<file path="config.mk">
export PLATFORM = sky130hd
export DESIGN_NAME = stream_decim_top
export DESIGN_NICKNAME = d
export VERILOG_FILES = /design/src/hw/stream_pkg.sv /design/src/hw/credit_fifo.sv /design/src/hw/credit_tx.sv /design/src/hw/stream_decim_top.sv /design/src/hw/stream_decimator.sv /design/src/hw/stream_egress.sv
export VERILOG_INCLUDE_DIRS = /design/src /design/src/hw
export SDC_FILE = /design/constraint.sdc
export NUM_CORES = 1
export LEC_CHECK = 0
export ABC_CLOCK_PERIOD_IN_PS = 7100
export BUFFER_PORTS_ARGS = -buffer_cell sky130_fd_sc_hd__buf_2
export CORE_MARGIN = 8
export CORE_UTILIZATION = 56
export CTS_CLUSTER_DIAMETER = 80
export CTS_CLUSTER_SIZE = 8
export DETAILED_ROUTE_END_ITERATION = 7
export PLACE_DENSITY = 0.77
export SETUP_SLACK_MARGIN = 0.5
export SYNTH_ARGS = -nofsm -noshare
export SYNTH_HDL_FRONTEND = slang
export SYNTH_SLANG_ARGS = --single-unit
</file>
<file path="constraint.sdc">
create_clock -name clk -period 7.1 [get_ports clk]
set_clock_uncertainty 0.1 [all_clocks]
set_input_delay 1.065 -clock clk [delete_from_list [all_inputs] [get_ports clk]]
set_output_delay 1.065 -clock clk [all_outputs]
set_load 0.05 [all_outputs]
</file>
<file path="src/hw/stream_macros.svh">
/*
  Stream decimation path widths and sizes
  Beat field widths, credit FIFO depth and counter widths shared by
  the package and every RTL block
*/

`ifndef STREAM_MACROS_SVH
`define STREAM_MACROS_SVH

// ******************************
// Beat fields
// ******************************

// Beat payload width in bits
`define STREAM_DATA_WIDTH 32

// Count of unused bytes in the last beat of a packet, log2 of the bytes per beat
`define STREAM_EMPTY_WIDTH 2

// ******************************
// Buffering and statistics
// ******************************

// FIFO entries, which is also the credit pool the transmitter starts with
`define STREAM_FIFO_DEPTH 8

// Must hold the full depth value, not just depth minus one
`define STREAM_CREDIT_WIDTH 4

// Width of the beat and packet counters at the egress
`define STREAM_STAT_WIDTH 32

`endif

</file>
<file path="src/hw/stream_pkg.sv">
/*
  Stream decimation package
  Field types shared by the decimator, the credit link, the FIFO and
  the egress stage
*/

`include "stream_macros.svh"

package stream_pkg;

  // Decimation factor and the modulo counter that runs against it
  typedef logic [15:0] decim_count_t;

  // Control register word as seen on writedata and readdata
  typedef logic [63:0] csr_word_t;

  // One enable bit per byte lane of the control word
  typedef logic [7:0] csr_be_t;

  // Statistics counters at the output port
  typedef logic [`STREAM_STAT_WIDTH-1:0] stat_count_t;

  // Credits held by the transmitter, and the FIFO occupancy,
  // both range from zero up to the full depth
  typedef logic [`STREAM_CREDIT_WIDTH-1:0] credit_count_t;

endpackage

</file>
<file path="src/hw/credit_fifo.sv">
/*
  Credit FIFO
  Circular buffer sized to the credit pool. Its head drives the egress,
  and each popped entry returns one credit to the transmitter a cycle later
*/

`timescale 1ns/1ns
`include "stream_macros.svh"

module credit_fifo
(
  input  logic                           clk,
  input  logic                           reset,

  input  logic                           link_push,
  input  logic [`STREAM_DATA_WIDTH-1:0]  link_data,
  input  logic                           link_sop,
  input  logic                           link_eop,
  input  logic [`STREAM_EMPTY_WIDTH-1:0] link_empty,
  output logic                           credit_return,

  output logic                           fifo_valid,
  output logic [`STREAM_DATA_WIDTH-1:0]  fifo_data,
  output logic                           fifo_sop,
  output logic                           fifo_eop,
  output logic [`STREAM_EMPTY_WIDTH-1:0] fifo_empty,
  input  logic                           fifo_pop
);

  import stream_pkg::*;

  localparam int DEPTH     = `STREAM_FIFO_DEPTH;
  localparam int PTR_WIDTH = (DEPTH > 1) ? $clog2(DEPTH) : 1;
  localparam logic [PTR_WIDTH-1:0] LAST_SLOT = PTR_WIDTH'(DEPTH - 1);

  // Entry storage, one array per field
  logic [`STREAM_DATA_WIDTH-1:0]  mem_data  [DEPTH];
  logic                           mem_sop   [DEPTH];
  logic                           mem_eop   [DEPTH];
  logic [`STREAM_EMPTY_WIDTH-1:0] mem_empty [DEPTH];

  logic [PTR_WIDTH-1:0] wr_ptr;
  logic [PTR_WIDTH-1:0] rd_ptr;
  credit_count_t        occupancy;

  // ******************************
  // Storage and pointers
  // ******************************

  always_ff @(posedge clk)
  begin
    if (link_push)
    begin
      mem_data[wr_ptr]  <= link_data;
      mem_sop[wr_ptr]   <= link_sop;
      mem_eop[wr_ptr]   <= link_eop;
      mem_empty[wr_ptr] <= link_empty;
    end
  end

  // Pointers wrap explicitly so the depth need not be a power of two
  always_ff @(posedge clk)
  begin
    if (reset)
    begin
      wr_ptr <= '0;
      rd_ptr <= '0;
    end
    else
    begin
      if (link_push)
      begin
        wr_ptr <= (wr_ptr == LAST_SLOT) ? '0 : wr_ptr + PTR_WIDTH'(1);
      end
      if (fifo_pop)
      begin
        rd_ptr <= (rd_ptr == LAST_SLOT) ? '0 : rd_ptr + PTR_WIDTH'(1);
      end
    end
  end

  always_ff @(posedge clk)
  begin
    if (reset)
    begin
      occupancy <= '0;
    end
    else if (link_push && !fifo_pop)
    begin
      occupancy <= occupancy + credit_count_t'(1);
    end
    else if (!link_push && fifo_pop)
    begin
      occupancy <= occupancy - credit_count_t'(1);
    end
  end

  // Head is visible the cycle after the push edge that filled it
  assign fifo_valid = (occupancy != '0);
  assign fifo_data  = mem_data[rd_ptr];
  assign fifo_sop   = mem_sop[rd_ptr];
  assign fifo_eop   = mem_eop[rd_ptr];
  assign fifo_empty = mem_empty[rd_ptr];

  // One registered credit per freed slot
  always_ff @(posedge clk)
  begin
    if (reset)
    begin
      credit_return <= 1'b0;
    end
    else
    begin
      credit_return <= fifo_pop;
    end
  end

  // The transmitter's credit count is what keeps these from happening
  a_no_overflow: assert property (@(posedge clk) disable iff (reset)
    link_push |-> (occupancy != credit_count_t'(DEPTH)));

  a_no_underflow: assert property (@(posedge clk) disable iff (reset)
    fifo_pop |-> (occupancy != '0));

endmodule

</file>
<file path="src/hw/credit_tx.sv">
/*
  Credit transmitter
  Accepts beats from the decimator only while a FIFO credit is held and
  pushes them onto the link, spending one credit per push
*/

`timescale 1ns/1ns
`include "stream_macros.svh"

module credit_tx
(
  input  logic                           clk,
  input  logic                           reset,

  input  logic [`STREAM_DATA_WIDTH-1:0]  in_data,
  input  logic                           in_valid,
  input  logic                           in_sop,
  input  logic                           in_eop,
  input  logic [`STREAM_EMPTY_WIDTH-1:0] in_empty,
  output logic                           in_ready,

  output logic                           link_push,
  output logic [`STREAM_DATA_WIDTH-1:0]  link_data,
  output logic                           link_sop,
  output logic                           link_eop,
  output logic [`STREAM_EMPTY_WIDTH-1:0] link_empty,
  input  logic                           credit_return
);

  import stream_pkg::*;

  localparam credit_count_t FULL_CREDITS = credit_count_t'(`STREAM_FIFO_DEPTH);

  credit_count_t credits;

  // Ready as long as one FIFO slot is known to be free
  assign in_ready  = (credits != '0);
  assign link_push = in_valid && in_ready;

  assign link_data  = in_data;
  assign link_sop   = in_sop;
  assign link_eop   = in_eop;
  assign link_empty = in_empty;

  // Pool starts full, push spends, a returned credit refills.
  // Both in one cycle cancel out
  always_ff @(posedge clk)
  begin
    if (reset)
    begin
      credits <= FULL_CREDITS;
    end
    else if (link_push && !credit_return)
    begin
      credits <= credits - credit_count_t'(1);
    end
    else if (!link_push && credit_return)
    begin
      credits <= credits + credit_count_t'(1);
    end
  end

  // The FIFO must never return more credits than were spent
  a_credit_max: assert property (@(posedge clk) disable iff (reset)
    credits <= FULL_CREDITS);

  a_no_push_at_zero: assert property (@(posedge clk) disable iff (reset)
    !(link_push && (credits == '0)));

endmodule

</file>
<file path="src/hw/stream_decim_top.sv">
/*
  Stream decimation path, top level
  Decimator and credit transmitter feed the credit FIFO over the link,
  and the egress stage drains it to the output port
*/

`timescale 1ns/1ns
`include "stream_macros.svh"

module stream_decim_top
(
  input  logic                           clk,
  input  logic                           reset,

  input  logic                           csr_write,
  input  stream_pkg::csr_word_t          csr_writedata,
  input  stream_pkg::csr_be_t            csr_byteenable,
  input  logic                           csr_read,
  output stream_pkg::csr_word_t          csr_readdata,

  input  logic [`STREAM_DATA_WIDTH-1:0]  snk_data,
  input  logic                           snk_valid,
  input  logic                           snk_sop,
  input  logic                           snk_eop,
  input  logic [`STREAM_EMPTY_WIDTH-1:0] snk_empty,
  output logic                           snk_ready,

  output logic [`STREAM_DATA_WIDTH-1:0]  out_data,
  output logic                           out_valid,
  output logic                           out_sop,
  output logic                           out_eop,
  output logic [`STREAM_EMPTY_WIDTH-1:0] out_empty,
  input  logic                           out_ready,

  output stream_pkg::stat_count_t        stat_beats,
  output stream_pkg::stat_count_t        stat_packets
);

  // Decimator source into the credit transmitter
  logic [`STREAM_DATA_WIDTH-1:0]  dec_data;
  logic                           dec_valid;
  logic                           dec_sop;
  logic                           dec_eop;
  logic [`STREAM_EMPTY_WIDTH-1:0] dec_empty;
  logic                           dec_ready;

  // Credit link, forward beats and returned credits
  logic                           link_push;
  logic [`STREAM_DATA_WIDTH-1:0]  link_data;
  logic                           link_sop;
  logic                           link_eop;
  logic [`STREAM_EMPTY_WIDTH-1:0] link_empty;
  logic                           credit_return;

  // FIFO head into the egress
  logic                           fifo_valid;
  logic [`STREAM_DATA_WIDTH-1:0]  fifo_data;
  logic                           fifo_sop;
  logic                           fifo_eop;
  logic [`STREAM_EMPTY_WIDTH-1:0] fifo_empty;
  logic                           fifo_pop;

  // ******************************
  // Producer
  // ******************************

  stream_decimator u_decimator (
    .clk            (clk),
    .reset          (reset),
    .csr_write      (csr_write),
    .csr_writedata  (csr_writedata),
    .csr_byteenable (csr_byteenable),
    .csr_read       (csr_read),
    .csr_readdata   (csr_readdata),
    .snk_data       (snk_data),
    .snk_valid      (snk_valid),
    .snk_sop        (snk_sop),
    .snk_eop        (snk_eop),
    .snk_empty      (snk_empty),
    .snk_ready      (snk_ready),
    .src_data       (dec_data),
    .src_valid      (dec_valid),
    .src_sop        (dec_sop),
    .src_eop        (dec_eop),
    .src_empty      (dec_empty),
    .src_ready      (dec_ready)
  );

  credit_tx u_credit_tx (
    .clk           (clk),
    .reset         (reset),
    .in_data       (dec_data),
    .in_valid      (dec_valid),
    .in_sop        (dec_sop),
    .in_eop        (dec_eop),
    .in_empty      (dec_empty),
    .in_ready      (dec_ready),
    .link_push     (link_push),
    .link_data     (link_data),
    .link_sop      (link_sop),
    .link_eop      (link_eop),
    .link_empty    (link_empty),
    .credit_return (credit_return)
  );

  // ******************************
  // Buffer and consumer
  // ******************************

  credit_fifo u_credit_fifo (
    .clk           (clk),
    .reset         (reset),
    .link_push     (link_push),
    .link_data     (link_data),
    .link_sop      (link_sop),
    .link_eop      (link_eop),
    .link_empty    (link_empty),
    .credit_return (credit_return),
    .fifo_valid    (fifo_valid),
    .fifo_data     (fifo_data),
    .fifo_sop      (fifo_sop),
    .fifo_eop      (fifo_eop),
    .fifo_empty    (fifo_empty),
    .fifo_pop      (fifo_pop)
  );

  stream_egress u_egress (
    .clk          (clk),
    .reset        (reset),
    .fifo_valid   (fifo_valid),
    .fifo_data    (fifo_data),
    .fifo_sop     (fifo_sop),
    .fifo_eop     (fifo_eop),
    .fifo_empty   (fifo_empty),
    .fifo_pop     (fifo_pop),
    .out_data     (out_data),
    .out_valid    (out_valid),
    .out_sop      (out_sop),
    .out_eop      (out_eop),
    .out_empty    (out_empty),
    .out_ready    (out_ready),
    .stat_beats   (stat_beats),
    .stat_packets (stat_packets)
  );

endmodule

</file>
<file path="src/hw/stream_decimator.sv">
/*
  Stream decimator
  Drops a programmable number of beats for every beat forwarded, and always
  keeps start and end of packet beats. Controlled by one 64-bit register
  holding enable, decimation factor and decimation counter
*/

`timescale 1ns/1ns
`include "stream_macros.svh"

module stream_decimator
(
  input  logic                           clk,
  input  logic                           reset,

  input  logic                           csr_write,
  input  stream_pkg::csr_word_t          csr_writedata,
  input  stream_pkg::csr_be_t            csr_byteenable,
  input  logic                           csr_read,
  output stream_pkg::csr_word_t          csr_readdata,

  input  logic [`STREAM_DATA_WIDTH-1:0]  snk_data,
  input  logic                           snk_valid,
  input  logic                           snk_sop,
  input  logic                           snk_eop,
  input  logic [`STREAM_EMPTY_WIDTH-1:0] snk_empty,
  output logic                           snk_ready,

  output logic [`STREAM_DATA_WIDTH-1:0]  src_data,
  output logic                           src_valid,
  output logic                           src_sop,
  output logic                           src_eop,
  output logic [`STREAM_EMPTY_WIDTH-1:0] src_empty,
  input  logic                           src_ready
);

  import stream_pkg::*;

  logic         enable;
  decim_count_t decim_factor;
  decim_count_t decim_counter;
  logic         counter_write;
  logic         beat_accepted;

  // ******************************
  // Control register
  // ******************************

  // Byte lane 0 carries the enable bit, the rest of that lane is reserved
  always_ff @(posedge clk)
  begin
    if (reset)
    begin
      enable <= 1'b0;
    end
    else if (csr_write && csr_byteenable[0])
    begin
      enable <= csr_writedata[0];
    end
  end

  // Factor sits in lanes 2 and 3, each lane written on its own
  always_ff @(posedge clk)
  begin
    if (reset)
    begin
      decim_factor <= '0;
    end
    else if (csr_write)
    begin
      if (csr_byteenable[2])
      begin
        decim_factor[7:0] <= csr_writedata[23:16];
      end
      if (csr_byteenable[3])
      begin
        decim_factor[15:8] <= csr_writedata[31:24];
      end
    end
  end

  // A write to either counter lane wins over counting in the same cycle
  assign counter_write = csr_write && (csr_byteenable[4] || csr_byteenable[5]);

  // Software should only preload the counter while the block is disabled
  always_ff @(posedge clk)
  begin
    if (reset)
    begin
      decim_counter <= '0;
    end
    else if (counter_write)
    begin
      if (csr_byteenable[4])
      begin
        decim_counter[7:0] <= csr_writedata[39:32];
      end
      if (csr_byteenable[5])
      begin
        decim_counter[15:8] <= csr_writedata[47:40];
      end
    end
    else if (beat_accepted)
    begin
      // Modulo count, wrapping after it has matched the factor
      decim_counter <= (decim_counter == decim_factor) ? '0 : decim_counter + 16'd1;
    end
  end

  // Reserved bits 15..1 and 63..48 always read back as zero
  assign csr_readdata = {16'h0000, decim_counter, decim_factor, 15'h0000, enable};

  // ******************************
  // Beat filter
  // ******************************

  assign src_data  = snk_data;
  assign src_sop   = snk_sop;
  assign src_eop   = snk_eop;
  assign src_empty = snk_empty;

  // Nothing moves while disabled, so the sink stalls rather than dropping
  assign snk_ready = src_ready && enable;

  // The counter steps on every accepted beat, kept or not
  assign beat_accepted = snk_valid && snk_ready;

  // Keep the beat at counter zero, and every packet boundary beat
  assign src_valid = snk_valid && enable &&
                     ((decim_counter == '0) || snk_sop || snk_eop);

  // A kept beat only ever comes from a live sink beat while enabled
  a_src_valid_gated: assert property (@(posedge clk) disable iff (reset)
    src_valid |-> (snk_valid && enable));

endmodule

</file>
<file path="src/hw/stream_egress.sv">
/*
  Stream egress
  Presents the FIFO head on the output port, pops on each transfer and
  counts the beats and packets that leave
*/

`timescale 1ns/1ns
`include "stream_macros.svh"

module stream_egress
(
  input  logic                           clk,
  input  logic                           reset,

  input  logic                           fifo_valid,
  input  logic [`STREAM_DATA_WIDTH-1:0]  fifo_data,
  input  logic                           fifo_sop,
  input  logic                           fifo_eop,
  input  logic [`STREAM_EMPTY_WIDTH-1:0] fifo_empty,
  output logic                           fifo_pop,

  output logic [`STREAM_DATA_WIDTH-1:0]  out_data,
  output logic                           out_valid,
  output logic                           out_sop,
  output logic                           out_eop,
  output logic [`STREAM_EMPTY_WIDTH-1:0] out_empty,
  input  logic                           out_ready,

  output stream_pkg::stat_count_t        stat_beats,
  output stream_pkg::stat_count_t        stat_packets
);

  import stream_pkg::*;

  stat_count_t beat_count;
  stat_count_t packet_count;

  // ******************************
  // Output port
  // ******************************

  // The head entry goes straight out, no extra register stage
  assign out_valid = fifo_valid;
  assign out_data  = fifo_data;
  assign out_sop   = fifo_sop;
  assign out_eop   = fifo_eop;
  assign out_empty = fifo_empty;

  // A transfer on the output is exactly a pop of the FIFO
  assign fifo_pop = fifo_valid && out_ready;

  // ******************************
  // Statistics
  // ******************************

  always_ff @(posedge clk)
  begin
    if (reset)
    begin
      beat_count   <= '0;
      packet_count <= '0;
    end
    else if (fifo_pop)
    begin
      beat_count <= beat_count + stat_count_t'(1);
      // A packet counts once its last beat has gone out
      if (fifo_eop)
      begin
        packet_count <= packet_count + stat_count_t'(1);
      end
    end
  end

  assign stat_beats   = beat_count;
  assign stat_packets = packet_count;

endmodule

</file>
==> results by group <==
Run status
  – Status: finished clean

STA
  – Hold Fails Final Rpt: 0
  – Worst slew margin: 22.4%
  – Hold slack: 0.377 ns
  – Final setup fails: 0
  – Setup TNS: 0 ns
  – Final slew viol count: 0
  – RSZ-0062 raised after global routing: false
  – Final worst-path cycle share: 62.1%
  – Worst Max-Slew Pin Slew: roughly 1.2 ns
  – Min cycle time layout: 4.41 ns
  – Fmax: 0.227 GHz

Worst setup path
  – Worst path max stage delay: about 0.88 ns
  – Crit Reg-Reg Startpoint: u_decimator.decim_counter[0]
  – WS Path Type: flop to output pin
  – Crit path cell chain: buf_4 -> mux4_2 -> mux2_2 -> buf_2
  – Req. time, crit path: 5.93 ns
  – CP Buf/Inv Count: 2
  – CP delay by family, top: buffers and inverters
  – CP endpoint kind: output pin
  – Crit path max fanout: 39
  – Critical path's slowest cell: dfxtp_4
  – Critical Path AT: 3.25 ns
  – Worst Setup Start Kind: flop

Finish
  – NumNets Final: 1,496
  – Final Non-Filler Cells: 1,773
  – Area grow syn2layout: 16.8%
  – Layout cells sized above 1: between 30% and 40%
  – Design Area, Final: 19,700 µm²

Worst hold path
  – HP Class: flop to flop
  – Hold Path Origin: u_decimator.decim_factor[4]

Clock network
  – Clock buffer depth: 3
  – Cts bufs inserted: 56
  – H-tree levels: 2
  – Worst skew pair latency: 0.57 ns
  – Post-CTS sizing: 0
  – Root Driver: clkbuf_16
  – Sink Count: 403
  – CTS Hold Bufs: 0
  – Clock transition at path regs: 0.05 ns
  – CTS tree: built
  – Post-CTS Setup Bufs: 0

Synthesis
  – Yosys reg bits: 403
  – Synth Instances: 1,150
  – EDFF count, synth: 288
  – Asr flop ratio synth: 0%
  – Area share of the largest cell type after synthesis: 51.3%
  – Avg Cell Area, Syn: 14.7 µm²
  – Synth area leaders: edfxtp_1, dfxtp_1, mux4_2
  – Post-synthesis cell area: 16,900 µm²
  – Cell taking the most area after synthesis: edfxtp_1
  – Most instantiated library cell after synthesis: edfxtp_1
  – Yosys warns: 0
  – Most frequent cells after synthesis: edfxtp_1, dfxtp_1, nor2_1, mux4_2, nand2_1
  – Main synth FF type: edfxtp_1
  – Sequential fraction of the synthesis area: 65.0%
  – Distinct cell type count after synthesis: 57

Detailed routing
  – Remaining antenna violation count: 0
  – Drc violations: 0
  – WL/cell: slightly above 20 µm
  – DRT iter0 DRCs: between 600 and 700
  – Drt pass-1 iters: 5
  – Post-Route WL: 36.8 mm
  – Vias: between 10,000 and 15,000
  – Vias per Instance: a little under 6

Power and ir drop
  – Power Density: 312 nW/µm²
  – Maximum vdd drop: 0.207 mV
  – Lkg Pwr: 0.00696 µW

Place
  – # port buffers: 213
  – Area after DPL: 18,200 µm²
  – Final HPWL DP: approximately 22 mm
  – Placed Instances: between 1,500 and 2,000
  – Placer Congestion: ~0.83

Floorplan
  – DIE WIDTH: 189 µm
  – Rows: 63
  – Die area: 35,900 µm²
  – Core outline area: 29,600 µm²
  – Boundary pin count: 280
  – Starting Density: 56.9%
  – Die height: 189 µm

Global route
  – Pin count of the biggest net entering global routing: between 100 and 150
  – Vias in the first global route: 10,800
  – Initial antenna violation count: 7
  – Total GRT Usage: around a fifth
  – First-pass GRT wire length: 58.3 mm
  – GRT overflow: 0

Run
  – MaxCap Viol Count: 0
-- through the flow --
step           util, %  setup slack (ns)  power [µW]
6_report          66.4              2.69        6140
3_3_place_gp      61.3              3.16        3850
3_5_place_dp      61.3              3.14        3870
5_1_grt           66.4              2.40        6390
2_1_floorplan        -              1.95        3640
4_1_cts           66.4              2.54        6210
-- tightest hold or removal path, stage by stage (launching register included) --
cell     delay [ns]
dfxtp_1        0.32
nand2_1        0.06
a21oi_1        0.05
-- routing by layer --
| layer | vias to the layer above | track usage [%] | routed length, µm |
|---|---|---|---|
| met5 | - | 0 | 46 |
| met1 | 5045 | 25.6 | 15400 |
| li1 | 4777 | - | - |
| met3 | 52 | 5.45 | 2490 |
| met2 | 341 | 34.6 | 18300 |
| met4 | 8 | 4.66 | 533 |
-- final cells by class --
class                           instances  area, µm²
Sequential cell                       403      11000
Fill cell                            2169       9960
Multi-Input combinational cell        667       5500
Clock buffer                           68       1470
Timing Repair Buffer                  226       1170
Tap cell                              390        488
Inverter                               13       48.8
Clock inverter                          3       47.5
Antenna cell                            3       7.51
-- layout by cell type, fill, tap and decap left out, types with 35 or more instances in the layout --
master,Yosys,layout
edfxtp_1,288,288
mux4_2,72,72
clkbuf_16,0,57
nor2_1,74,72
xnor2_1,45,45
nand2_1,59,59
dfxtp_1,115,112
buf_2,10,212
mux2_2,35,35
a21oi_1,52,52
nand3_1,54,54
-- path summary, 6_finish.rpt --
check,slack [ns],endpoint,depth (start not counted)
max,2.69,out_data[20],4
min,0.38,u_decimator.decim_factor[4],2
max reg2reg,3.52,u_credit_fifo.mem_data[6][12],8
min reg2reg,0.38,u_decimator.decim_factor[4],2
-- flip-flops by register name (all words and copies together), names as in the netlist, named ones only --
register,cells
u_credit_fifo.mem_data,256
u_egress.stat_beats,32
u_egress.stat_packets,32
u_credit_fifo.mem_empty,16
u_decimator.decim_counter,16
u_decimator.decim_factor,16
u_credit_fifo.mem_eop,8
u_credit_fifo.mem_sop,8
u_credit_fifo.occupancy,4
u_credit_tx.credits,4
u_credit_fifo.rd_ptr,3
u_credit_fifo.wr_ptr,3
u_credit_fifo.credit_return,1
u_decimator.enable,1
-- power breakdown --
group,switching [µW],total [µW],internal [µW]
registers,117,2680,2570
logic,690,1130,439
clock network,897,2320,1430
total,1700,6140,4430
-- logic make-up (layout without fill, tap and decap cells) --
kind of cell / after synthesis / count (layout) / share of synthesized area [%]
compound gates: 115 / 115 / 4.17
xor+xnor: 76 / 76 / 3.95
fa+ha+maj: 15 / 15 / 1.16
buf+inv: 110 / 310 / 3.38
flops: 403 / 403 / 65.0
mux: 113 / 113 / 12.3
other cells: 1 / 34 / 0.0222
simple gates: 317 / 317 / 10.0
Power figures use the tool's default switching activity.
